===== src/gpu_isa_pkg.sv =====
package gpu_isa_pkg;

	typedef logic [31:0] instr_t;
	typedef logic [31:0] pc_t;
	typedef logic [7:0]  warp_sel_t;
	typedef logic [2:0]  warp_id_t;
	typedef logic [5:0]  opcode_t;
	typedef logic [5:0]  funct_t;
	// Four ASCII characters, first one in the top byte
	typedef logic [31:0] mnem_t;

	localparam int SCALAR_BIT = 30;

	// Opcodes written with bit 4 clear, decode treats bit 4 as don't care
	localparam opcode_t OP_RTYPE = 6'b000000;
	localparam opcode_t OP_ADDI  = 6'b001000;
	localparam opcode_t OP_ANDI  = 6'b001100;
	localparam opcode_t OP_ORI   = 6'b001101;
	localparam opcode_t OP_XORI  = 6'b001110;
	localparam opcode_t OP_LW    = 6'b100011;
	localparam opcode_t OP_LWS   = 6'b100111;
	localparam opcode_t OP_SW    = 6'b101011;
	localparam opcode_t OP_SWS   = 6'b101111;
	localparam opcode_t OP_BEQ   = 6'b000100;
	localparam opcode_t OP_BLT   = 6'b000111;
	localparam opcode_t OP_JMP   = 6'b000010;
	localparam opcode_t OP_NOOP  = 6'b000001;
	// Exact matches only
	localparam opcode_t OP_CALL  = 6'b000011;
	localparam opcode_t OP_RET   = 6'b000110;
	localparam opcode_t OP_EXIT  = 6'b100001;

	// R-type function codes
	localparam funct_t FN_ADD = 6'b100000;
	localparam funct_t FN_SUB = 6'b100010;
	localparam funct_t FN_MUL = 6'b011000;
	localparam funct_t FN_AND = 6'b100100;
	localparam funct_t FN_OR  = 6'b100101;
	localparam funct_t FN_XOR = 6'b100110;
	localparam funct_t FN_SHR = 6'b000010;
	localparam funct_t FN_SHL = 6'b000000;

	localparam mnem_t MNEM_ADD  = "ADD ";
	localparam mnem_t MNEM_SUB  = "SUB ";
	localparam mnem_t MNEM_MUL  = "MUL ";
	localparam mnem_t MNEM_AND  = "AND ";
	localparam mnem_t MNEM_OR   = "OR  ";
	localparam mnem_t MNEM_XOR  = "XOR ";
	localparam mnem_t MNEM_SHR  = "SHR ";
	localparam mnem_t MNEM_SHL  = "SHL ";
	localparam mnem_t MNEM_ADDI = "ADDI";
	localparam mnem_t MNEM_ANDI = "ANDI";
	localparam mnem_t MNEM_ORI  = "ORI ";
	localparam mnem_t MNEM_XORI = "XORI";
	localparam mnem_t MNEM_LW   = "LW  ";
	localparam mnem_t MNEM_LWS  = "LWS ";
	localparam mnem_t MNEM_SW   = "SW  ";
	localparam mnem_t MNEM_SWS  = "SWS ";
	localparam mnem_t MNEM_BEQ  = "BEQ ";
	localparam mnem_t MNEM_BLT  = "BLT ";
	localparam mnem_t MNEM_JMP  = "JMP ";
	localparam mnem_t MNEM_CALL = "CALL";
	localparam mnem_t MNEM_RET  = "RET ";
	localparam mnem_t MNEM_EXIT = "EXIT";
	localparam mnem_t MNEM_NOOP = "NOOP";
	localparam mnem_t MNEM_UNKN = "UNKN";

endpackage


===== src/trace_pkg.sv =====
package trace_pkg;

	import gpu_isa_pkg::*;

	localparam int TRACE_DEPTH = 16;

	typedef logic [3:0]  rec_idx_t;
	typedef logic [7:0]  cnt_t;
	typedef logic [31:0] axi_addr_t;
	typedef logic [31:0] axi_data_t;
	typedef logic [1:0]  axi_resp_t;

	// Source of a record
	localparam logic PORT_FETCH = 1'b0;
	localparam logic PORT_WB    = 1'b1;

	typedef struct packed {
		instr_t    instr;
		pc_t       pc;
		warp_sel_t warp_sel;
	} tap_t;

	// Port stays the lowest field, the top level stamps it
	typedef struct packed {
		mnem_t    mnem;
		pc_t      pc;
		instr_t   instr;
		warp_id_t warp;
		logic     warp_bad;
		logic     scalar;
		logic     known;
		logic     port;
	} trace_rec_t;

	// Host register map
	localparam axi_addr_t STATUS_ADDR = 32'h0000_0100;
	localparam axi_addr_t CLEAR_ADDR  = 32'h0000_0104;

	localparam axi_resp_t RESP_OKAY = 2'b00;

endpackage


===== src/instr_disasm.sv =====
`timescale 1ns/1ps

module instr_disasm
	import gpu_isa_pkg::*;
	import trace_pkg::*;
(
	input  logic       clk,
	input  logic       rst_n,
	input  tap_t       tap,
	input  logic       tap_valid,
	output logic       tap_ready,
	output trace_rec_t rec,
	output logic       rec_valid,
	input  logic       rec_grant
);

	trace_rec_t fmt;
	warp_id_t   warp;
	logic       warp_bad;
	logic       run;

	////////////////////////////////////////////////////////////////////////////
	// Instruction classification
	////////////////////////////////////////////////////////////////////////////

	function automatic mnem_t classify(input instr_t ins);
		opcode_t op;
		funct_t  fn;
		mnem_t   m;
		op = ins[31:26];
		fn = ins[5:0];
		m = MNEM_UNKN;
		if (op == OP_CALL) begin
			m = MNEM_CALL;
		end else if (op == OP_RET) begin
			m = MNEM_RET;
		end else if (op == OP_EXIT) begin
			m = MNEM_EXIT;
		end else begin
			// Bit 4 does not take part in the remaining opcodes
			case ({op[5], 1'b0, op[3:0]})
				OP_RTYPE: begin
					case (fn)
						FN_ADD:  m = MNEM_ADD;
						FN_SUB:  m = MNEM_SUB;
						FN_MUL:  m = MNEM_MUL;
						FN_AND:  m = MNEM_AND;
						FN_OR:   m = MNEM_OR;
						FN_XOR:  m = MNEM_XOR;
						FN_SHR:  m = MNEM_SHR;
						FN_SHL:  m = MNEM_SHL;
						default: m = MNEM_UNKN;
					endcase
				end
				OP_ADDI: m = MNEM_ADDI;
				OP_ANDI: m = MNEM_ANDI;
				OP_ORI:  m = MNEM_ORI;
				OP_XORI: m = MNEM_XORI;
				OP_LW:   m = MNEM_LW;
				OP_LWS:  m = MNEM_LWS;
				OP_SW:   m = MNEM_SW;
				OP_SWS:  m = MNEM_SWS;
				OP_BEQ:  m = MNEM_BEQ;
				OP_BLT:  m = MNEM_BLT;
				OP_JMP:  m = MNEM_JMP;
				OP_NOOP: m = MNEM_NOOP;
				default: m = MNEM_UNKN;
			endcase
		end
		return m;
	endfunction

	// One-hot warp select to warp number
	always_comb begin
		warp_bad = 1'b0;
		case (tap.warp_sel)
			8'b0000_0001: warp = 3'd0;
			8'b0000_0010: warp = 3'd1;
			8'b0000_0100: warp = 3'd2;
			8'b0000_1000: warp = 3'd3;
			8'b0001_0000: warp = 3'd4;
			8'b0010_0000: warp = 3'd5;
			8'b0100_0000: warp = 3'd6;
			8'b1000_0000: warp = 3'd7;
			default: begin
				warp = 3'd0;
				warp_bad = 1'b1;
			end
		endcase
	end

	always_comb begin
		fmt.mnem = classify(tap.instr);
		fmt.pc = tap.pc;
		fmt.instr = tap.instr;
		fmt.warp = warp;
		fmt.warp_bad = warp_bad;
		fmt.scalar = tap.instr[SCALAR_BIT];
		fmt.known = (fmt.mnem != MNEM_UNKN);
		// Replaced per instance in the top level
		fmt.port = PORT_FETCH;
	end

	////////////////////////////////////////////////////////////////////////////
	// One-entry hold toward the arbiter
	////////////////////////////////////////////////////////////////////////////

	// Ready opens once the first edge after reset has passed
	assign tap_ready = run && (!rec_valid || rec_grant);

	always_ff @(posedge clk) begin
		if (!rst_n) begin
			run <= 1'b0;
			rec_valid <= 1'b0;
		end else begin
			run <= 1'b1;
			if (tap_valid && tap_ready) begin
				rec_valid <= 1'b1;
			end else if (rec_grant) begin
				rec_valid <= 1'b0;
			end
		end
	end

	always_ff @(posedge clk) begin
		if (tap_valid && tap_ready) begin
			rec <= fmt;
		end
	end

endmodule


===== src/trace_arbiter.sv =====
`timescale 1ns/1ps

module trace_arbiter
	import trace_pkg::*;
(
	input  logic       clk,
	input  logic       rst_n,
	input  trace_rec_t rec [2],
	input  logic [1:0] rec_valid,
	output logic [1:0] rec_grant,
	output trace_rec_t wr_rec,
	output logic       wr_en
);

	// Port that wins the next tie
	logic rr_ptr;
	logic sel;

	always_comb begin
		sel = rr_ptr;
		if (rec_valid[0] && !rec_valid[1]) begin
			sel = 1'b0;
		end else if (rec_valid[1] && !rec_valid[0]) begin
			sel = 1'b1;
		end
		rec_grant = 2'b00;
		if (rec_valid != 2'b00) begin
			rec_grant[sel] = 1'b1;
		end
	end

	always_ff @(posedge clk) begin
		if (!rst_n) begin
			rr_ptr <= 1'b0;
			wr_en <= 1'b0;
		end else begin
			wr_en <= (rec_grant != 2'b00);
			// Hand priority to the other port after every grant
			if (rec_grant != 2'b00) begin
				rr_ptr <= ~sel;
			end
		end
	end

	always_ff @(posedge clk) begin
		if (rec_grant != 2'b00) begin
			wr_rec <= rec[sel];
		end
	end

endmodule


===== src/trace_buffer.sv =====
`timescale 1ns/1ps

module trace_buffer
	import trace_pkg::*;
(
	input  logic       clk,
	input  logic       rst_n,
	input  trace_rec_t wr_rec,
	input  logic       wr_en,
	input  axi_addr_t  awaddr,
	input  logic       awvalid,
	output logic       awready,
	input  axi_data_t  wdata,
	input  logic [3:0] wstrb,
	input  logic       wvalid,
	output logic       wready,
	output axi_resp_t  bresp,
	output logic       bvalid,
	input  logic       bready,
	input  axi_addr_t  araddr,
	input  logic       arvalid,
	output logic       arready,
	output axi_data_t  rdata,
	output axi_resp_t  rresp,
	output logic       rvalid,
	input  logic       rready
);

	typedef enum logic {RD_IDLE, RD_RESP} rd_state_t;
	typedef enum logic {WR_IDLE, WR_RESP} wr_state_t;

	trace_rec_t mem [TRACE_DEPTH];
	rec_idx_t   wr_ptr, ptr_base;
	cnt_t       rec_cnt, cnt_base;
	cnt_t       drop_cnt, drop_base;
	rd_state_t  rd_state;
	wr_state_t  wr_state;
	trace_rec_t rd_rec;
	axi_data_t  rd_word;
	logic       aw_take, clr, full;

	////////////////////////////////////////////////////////////////////////////
	// Record store
	////////////////////////////////////////////////////////////////////////////

	// A clear in the same cycle as a write lands the write in record 0
	always_comb begin
		ptr_base = clr ? '0 : wr_ptr;
		cnt_base = clr ? '0 : rec_cnt;
		drop_base = clr ? '0 : drop_cnt;
		full = (cnt_base == cnt_t'(TRACE_DEPTH));
	end

	always_ff @(posedge clk) begin
		if (!rst_n) begin
			wr_ptr <= '0;
			rec_cnt <= '0;
			drop_cnt <= '0;
		end else begin
			wr_ptr <= ptr_base;
			rec_cnt <= cnt_base;
			drop_cnt <= drop_base;
			if (wr_en && !full) begin
				wr_ptr <= ptr_base + 1'b1;
				rec_cnt <= cnt_base + 1'b1;
			end else if (wr_en && drop_base != '1) begin
				drop_cnt <= drop_base + 1'b1;
			end
		end
	end

	always_ff @(posedge clk) begin
		if (wr_en && !full) begin
			mem[ptr_base] <= wr_rec;
		end
	end

	////////////////////////////////////////////////////////////////////////////
	// Host read channel
	////////////////////////////////////////////////////////////////////////////

	assign arready = (rd_state == RD_IDLE);
	assign rvalid = (rd_state == RD_RESP);
	assign rresp = RESP_OKAY;

	always_comb begin
		rd_rec = mem[araddr[7:4]];
		rd_word = '0;
		if (araddr[31:8] == '0) begin
			// Four words per record
			case (araddr[3:2])
				2'd0: rd_word = rd_rec.mnem;
				2'd1: rd_word = rd_rec.pc;
				2'd2: rd_word = rd_rec.instr;
				default: rd_word = {23'b0, rd_rec.port, 2'b0, rd_rec.known,
					rd_rec.scalar, rd_rec.warp_bad, rd_rec.warp};
			endcase
		end else if ({araddr[31:2], 2'b00} == STATUS_ADDR) begin
			rd_word = {16'b0, drop_cnt, rec_cnt};
		end
	end

	always_ff @(posedge clk) begin
		if (!rst_n) begin
			rd_state <= RD_IDLE;
		end else begin
			case (rd_state)
				RD_IDLE: if (arvalid) rd_state <= RD_RESP;
				default: if (rready) rd_state <= RD_IDLE;
			endcase
		end
	end

	always_ff @(posedge clk) begin
		if (arvalid && arready) begin
			rdata <= rd_word;
		end
	end

	////////////////////////////////////////////////////////////////////////////
	// Host write channel
	////////////////////////////////////////////////////////////////////////////

	assign awready = (wr_state == WR_IDLE);
	assign wready = (wr_state == WR_IDLE);
	assign bvalid = (wr_state == WR_RESP);
	assign bresp = RESP_OKAY;

	assign aw_take = awvalid && wvalid && (wr_state == WR_IDLE);
	// The clear register has no contents, wdata and wstrb carry no meaning
	assign clr = aw_take && ({awaddr[31:2], 2'b00} == CLEAR_ADDR);

	always_ff @(posedge clk) begin
		if (!rst_n) begin
			wr_state <= WR_IDLE;
		end else begin
			case (wr_state)
				WR_IDLE: if (aw_take) wr_state <= WR_RESP;
				default: if (bready) wr_state <= WR_IDLE;
			endcase
		end
	end

endmodule


===== src/trace_unit_top.sv =====
`timescale 1ns/1ps

module trace_unit_top
	import trace_pkg::*;
(
	input  logic       clk,
	input  logic       rst_n,
	input  tap_t       fetch_tap,
	input  logic       fetch_valid,
	output logic       fetch_ready,
	input  tap_t       wb_tap,
	input  logic       wb_valid,
	output logic       wb_ready,
	input  axi_addr_t  awaddr,
	input  logic       awvalid,
	output logic       awready,
	input  axi_data_t  wdata,
	input  logic [3:0] wstrb,
	input  logic       wvalid,
	output logic       wready,
	output axi_resp_t  bresp,
	output logic       bvalid,
	input  logic       bready,
	input  axi_addr_t  araddr,
	input  logic       arvalid,
	output logic       arready,
	output axi_data_t  rdata,
	output axi_resp_t  rresp,
	output logic       rvalid,
	input  logic       rready
);

	trace_rec_t fmt_rec [2];
	trace_rec_t arb_rec [2];
	logic [1:0] rec_valid;
	logic [1:0] rec_grant;
	logic [1:0] tap_ready;
	trace_rec_t wr_rec;
	logic       wr_en;

	assign fetch_ready = tap_ready[0];
	assign wb_ready = tap_ready[1];

	// Formatter 0 watches fetch, formatter 1 watches writeback
	for (genvar g = 0; g < 2; g++) begin : g_fmt
		instr_disasm i_instr_disasm (
			.clk       (clk),
			.rst_n     (rst_n),
			.tap       ((g == 0) ? fetch_tap : wb_tap),
			.tap_valid ((g == 0) ? fetch_valid : wb_valid),
			.tap_ready (tap_ready[g]),
			.rec       (fmt_rec[g]),
			.rec_valid (rec_valid[g]),
			.rec_grant (rec_grant[g])
		);

		// Port number comes from the generate index
		assign arb_rec[g] = {fmt_rec[g][$bits(trace_rec_t)-1:1],
			(g == 0) ? PORT_FETCH : PORT_WB};
	end

	trace_arbiter i_trace_arbiter (
		.clk       (clk),
		.rst_n     (rst_n),
		.rec       (arb_rec),
		.rec_valid (rec_valid),
		.rec_grant (rec_grant),
		.wr_rec    (wr_rec),
		.wr_en     (wr_en)
	);

	trace_buffer i_trace_buffer (
		.clk     (clk),
		.rst_n   (rst_n),
		.wr_rec  (wr_rec),
		.wr_en   (wr_en),
		.awaddr  (awaddr),
		.awvalid (awvalid),
		.awready (awready),
		.wdata   (wdata),
		.wstrb   (wstrb),
		.wvalid  (wvalid),
		.wready  (wready),
		.bresp   (bresp),
		.bvalid  (bvalid),
		.bready  (bready),
		.araddr  (araddr),
		.arvalid (arvalid),
		.arready (arready),
		.rdata   (rdata),
		.rresp   (rresp),
		.rvalid  (rvalid),
		.rready  (rready)
	);

endmodule


===== config.mk =====
export PLATFORM = sky130hd
export DESIGN_NAME = trace_unit_top
export DESIGN_NICKNAME = d
export VERILOG_FILES = /design/src/gpu_isa_pkg.sv /design/src/trace_pkg.sv /design/src/instr_disasm.sv /design/src/trace_arbiter.sv /design/src/trace_buffer.sv /design/src/trace_unit_top.sv
export SDC_FILE = /design/constraint.sdc
export NUM_CORES = 2
export LEC_CHECK = 0
export BUFFER_PORTS_ARGS = -buffer_cell sky130_fd_sc_hd__buf_2
export CORE_MARGIN = 2
export CORE_UTILIZATION = 25
export DETAILED_ROUTE_END_ITERATION = 8
export GPL_TIMING_DRIVEN = 0
export PLACE_DENSITY = 0.42
export SETUP_SLACK_MARGIN = 0.15
export SYNTH_ARGS = -nofsm -noshare
export SYNTH_HDL_FRONTEND = slang
export SYNTH_SLANG_ARGS = --single-unit

===== constraint.sdc =====
create_clock -name clk -period 12.3 [get_ports clk]
set_input_delay 1.23 -clock clk [delete_from_list [all_inputs] [get_ports clk]]
set_output_delay 1.23 -clock clk [all_outputs]
set_load 0.05 [all_outputs]

==> out/results.ini <==
[status]
status=complete, no violations

[cells_and_area]
multi_input_area_um2=16400
fin_nets=4579
num-fill-cells=28200
syn_to_final_growth_pct=21.3
regArea_um2=55100
drive_above_1_share=0.278
final_cells=8281
post-route-util=0.305

[sta]
drv_slew=0
rsz0062_at_grt=no
maxSlewHeadroom=0.0306
timing.setup.tns_ns=0
final_hold_viol_count=0
skew_ns=0.0471
max_slew.worst_pin.slew_ns=1.45
finalCritPeriodShare=0.436
fmax_ghz=0.186
setup_violations=0
holdWs_ns=0.523
fin_crit_ns=5.36

[place]
dp.cells=7883
place.gp.congestion=0.822
dp_hpwl_um=165000
port_buffers=243

[floorplan]
ios=296
die-area_um2=294000
die_h_um=543
core_um2=288000
rows=197
die_w_um=543
start_util=0.251

[job]
drv_cap=0

[detailed_routing]
viasPerCell=4.72
ant_nets=0
drc_errors=0
drt-initial-drc-count=4085
routed_wl_um=241000
wl_per_cell_um=29.1
drt-pass1-iter-count=6
vias=39100

[yosys]
synth_cells=3713
synth_edf_count=1816
ys_seq_area_frac=0.759
synth_ff_type=edfxtp_1
synth.most_common_cell=edfxtp_1
ys_async_sr_fraction=0
syn_area_per_cell_um2=19.5
ys_ff_latch=1843
synth_area_leaders=edfxtp_1 75%, mux4_2 9.9%, mux2i_1 2.9%, mux2_2 1.9%, nand2_1 0.94%
synth_cell_types=74
yosysWarnings=0
syn_area_um2=72500
synth_top_area_frac=0.752
synth_top_area_cell=edfxtp_1
synthTopCellsByCount=1816 x edfxtp_1, 320 x mux4_2, 207 x mux2i_1

[critical_path]
crit_path_start_kind=input port
required_ns=12.79
cp.arrival_ns=5.85
path_max_fanout=10
critPathCaptureType=flip-flop
critPathKind=input port to flip-flop

[pwr]
netSwitchingPower_w=0.00325
clockPowerShare=0.443
combPwrFrac=0.056
peakVddDrop_mv=0.113
seqPwrFrac=0.501
switching_share=0.230
power_density_nw_per_um2=161
p_int_w=0.0109
p_leak_nw=28.3

[clock_network]
postCtsSetupBuffers=0
clk_pin_slew_ns=0.05
clkSinkCount=1843
cts_resized=0
cts_buffers=215
clock_latency_ns=0.88
cts_max_path_buffers=4
cts_hold_buf=0
clockRootBuffer=clkbuf_16
cts.htree.levels=4
cts_tree=done

[global_route]
grt_pass1_wl_um=328000
grt_max_degree=54
grt_pass1_vias=39200
grt_util_all_layers=0.160
gr-total-overflow=0
antenna_found_initial=35

[hold_path]
hold_class=flip-flop to flip-flop

==> critical path: stages <==
cell       delay, ns
buf_2           0.13
buf_2           0.30
buf_2           0.57
clkbuf_1        0.91
and2_0          0.78
a2111oi_0       0.33
nor4_1          1.15
o221ai_1        0.42
==> final timing paths <==
path                                                start                         to  slack (ns)  cells after the start
worst max register to register      i_trace_buffer.bvalid  i_trace_buffer.mem[9][99]        7.39                     20
worst min register to register  i_trace_buffer.rec_cnt[7]  i_trace_buffer.rec_cnt[7]        0.52                      2
worst max-delay path                            araddr[5]    i_trace_buffer.rdata[6]        6.94                      8
worst min-delay path            i_trace_buffer.rec_cnt[7]  i_trace_buffer.rec_cnt[7]        0.52                      2
==> per-layer routing <==
layer / vias up / part of all wire / GRT usage / wire [µm]
met5: - / 0.00040 / 0 / 96
met2: 1277 / 0.46 / 0.255 / 111000
li1: 16500 / - / - / -
met1: 21000 / 0.46 / 0.232 / 111000
met3: 285 / 0.056 / 0.0236 / 13400
met4: 14 / 0.019 / 0.0321 / 4630
==> power groups by stage <==
| stage | clock [W] | combinational [W] | sequential, W |
|---|---|---|---|
| after floorplan | 0 | 0.000407 | 0.00720 |
| after global placement | 0 | 0.000783 | 0.00723 |
| after detailed placement | 0 | 0.000802 | 0.00722 |
| after CTS | 0.00645 | 0.000805 | 0.00709 |
| after global routing | 0.00668 | 0.000836 | 0.00710 |
| final | 0.00627 | 0.000788 | 0.00709 |
==> through the flow <==
stage          cell area [µm²]  setup WS [ns]  power (W)
3_3_place_gp             78500          -9.95    0.00802
6_report                 88000           6.94     0.0141
5_1_grt                  87900           6.62     0.0146
2_1_floorplan            72500           2.42    0.00761
3_5_place_dp             81100           6.12    0.00803
4_1_cts                  87900           7.03     0.0143
==> state kept, by name, indices dropped and copies added (netlist names) <==
signal                          cells
g_fmt.i_instr_disasm.rec          186
i_trace_buffer.rvalid               1
i_trace_arbiter.rr_ptr              1
i_trace_arbiter.wr_en               1
i_trace_buffer.mem               1504
i_trace_arbiter.wr_rec             94
i_trace_buffer.rdata               32
i_trace_buffer.bvalid               1
i_trace_buffer.rec_cnt              8
i_trace_buffer.wr_ptr               4
g_fmt.i_instr_disasm.run            1
i_trace_buffer.drop_cnt             8
g_fmt.i_instr_disasm.rec_valid      2
==> area by class of cell <==
cell class | count | share of cell area
timing repair buffer | 386 | 0.0420
clock buffer | 270 | 0.0645
tap | 3781 | 0.0538
clock inverter | 123 | 0.0130
antenna | 5 | 0.000142
buffer | 210 | 0.0130
sequential | 1843 | 0.626
multi-input combinational | 1634 | 0.186
inverter | 29 | 0.00129
==> cells in the final DEF, fill, tap and decap left out, types with 33 or more instances in the layout <==
cell	n
a21oi_1	94
a22oi_1	63
buf_12	56
buf_2	278
buf_6	80
clkbuf_1	148
clkbuf_16	219
clkinv_1	52
edfxtp_1	1816
mux2_2	121
mux2i_1	207
mux4_2	320
nand2_1	181
nand3_1	52
nor2_1	111
o21ai_0	76
o22ai_1	33
==> cells by family after synthesis <==
group | share of synthesized area
AO/OA/AOI/OAI | 0.0373
buffers and inverters | 0.0171
adder cells (fa/ha/maj) | 0.00148
multiplexers | 0.147
XOR/XNOR | 0.00326
AND/OR/NAND/NOR | 0.0347
flip-flops | 0.759
other | 0.0000517
Note: power is estimated with default switching activity, not from simulation.
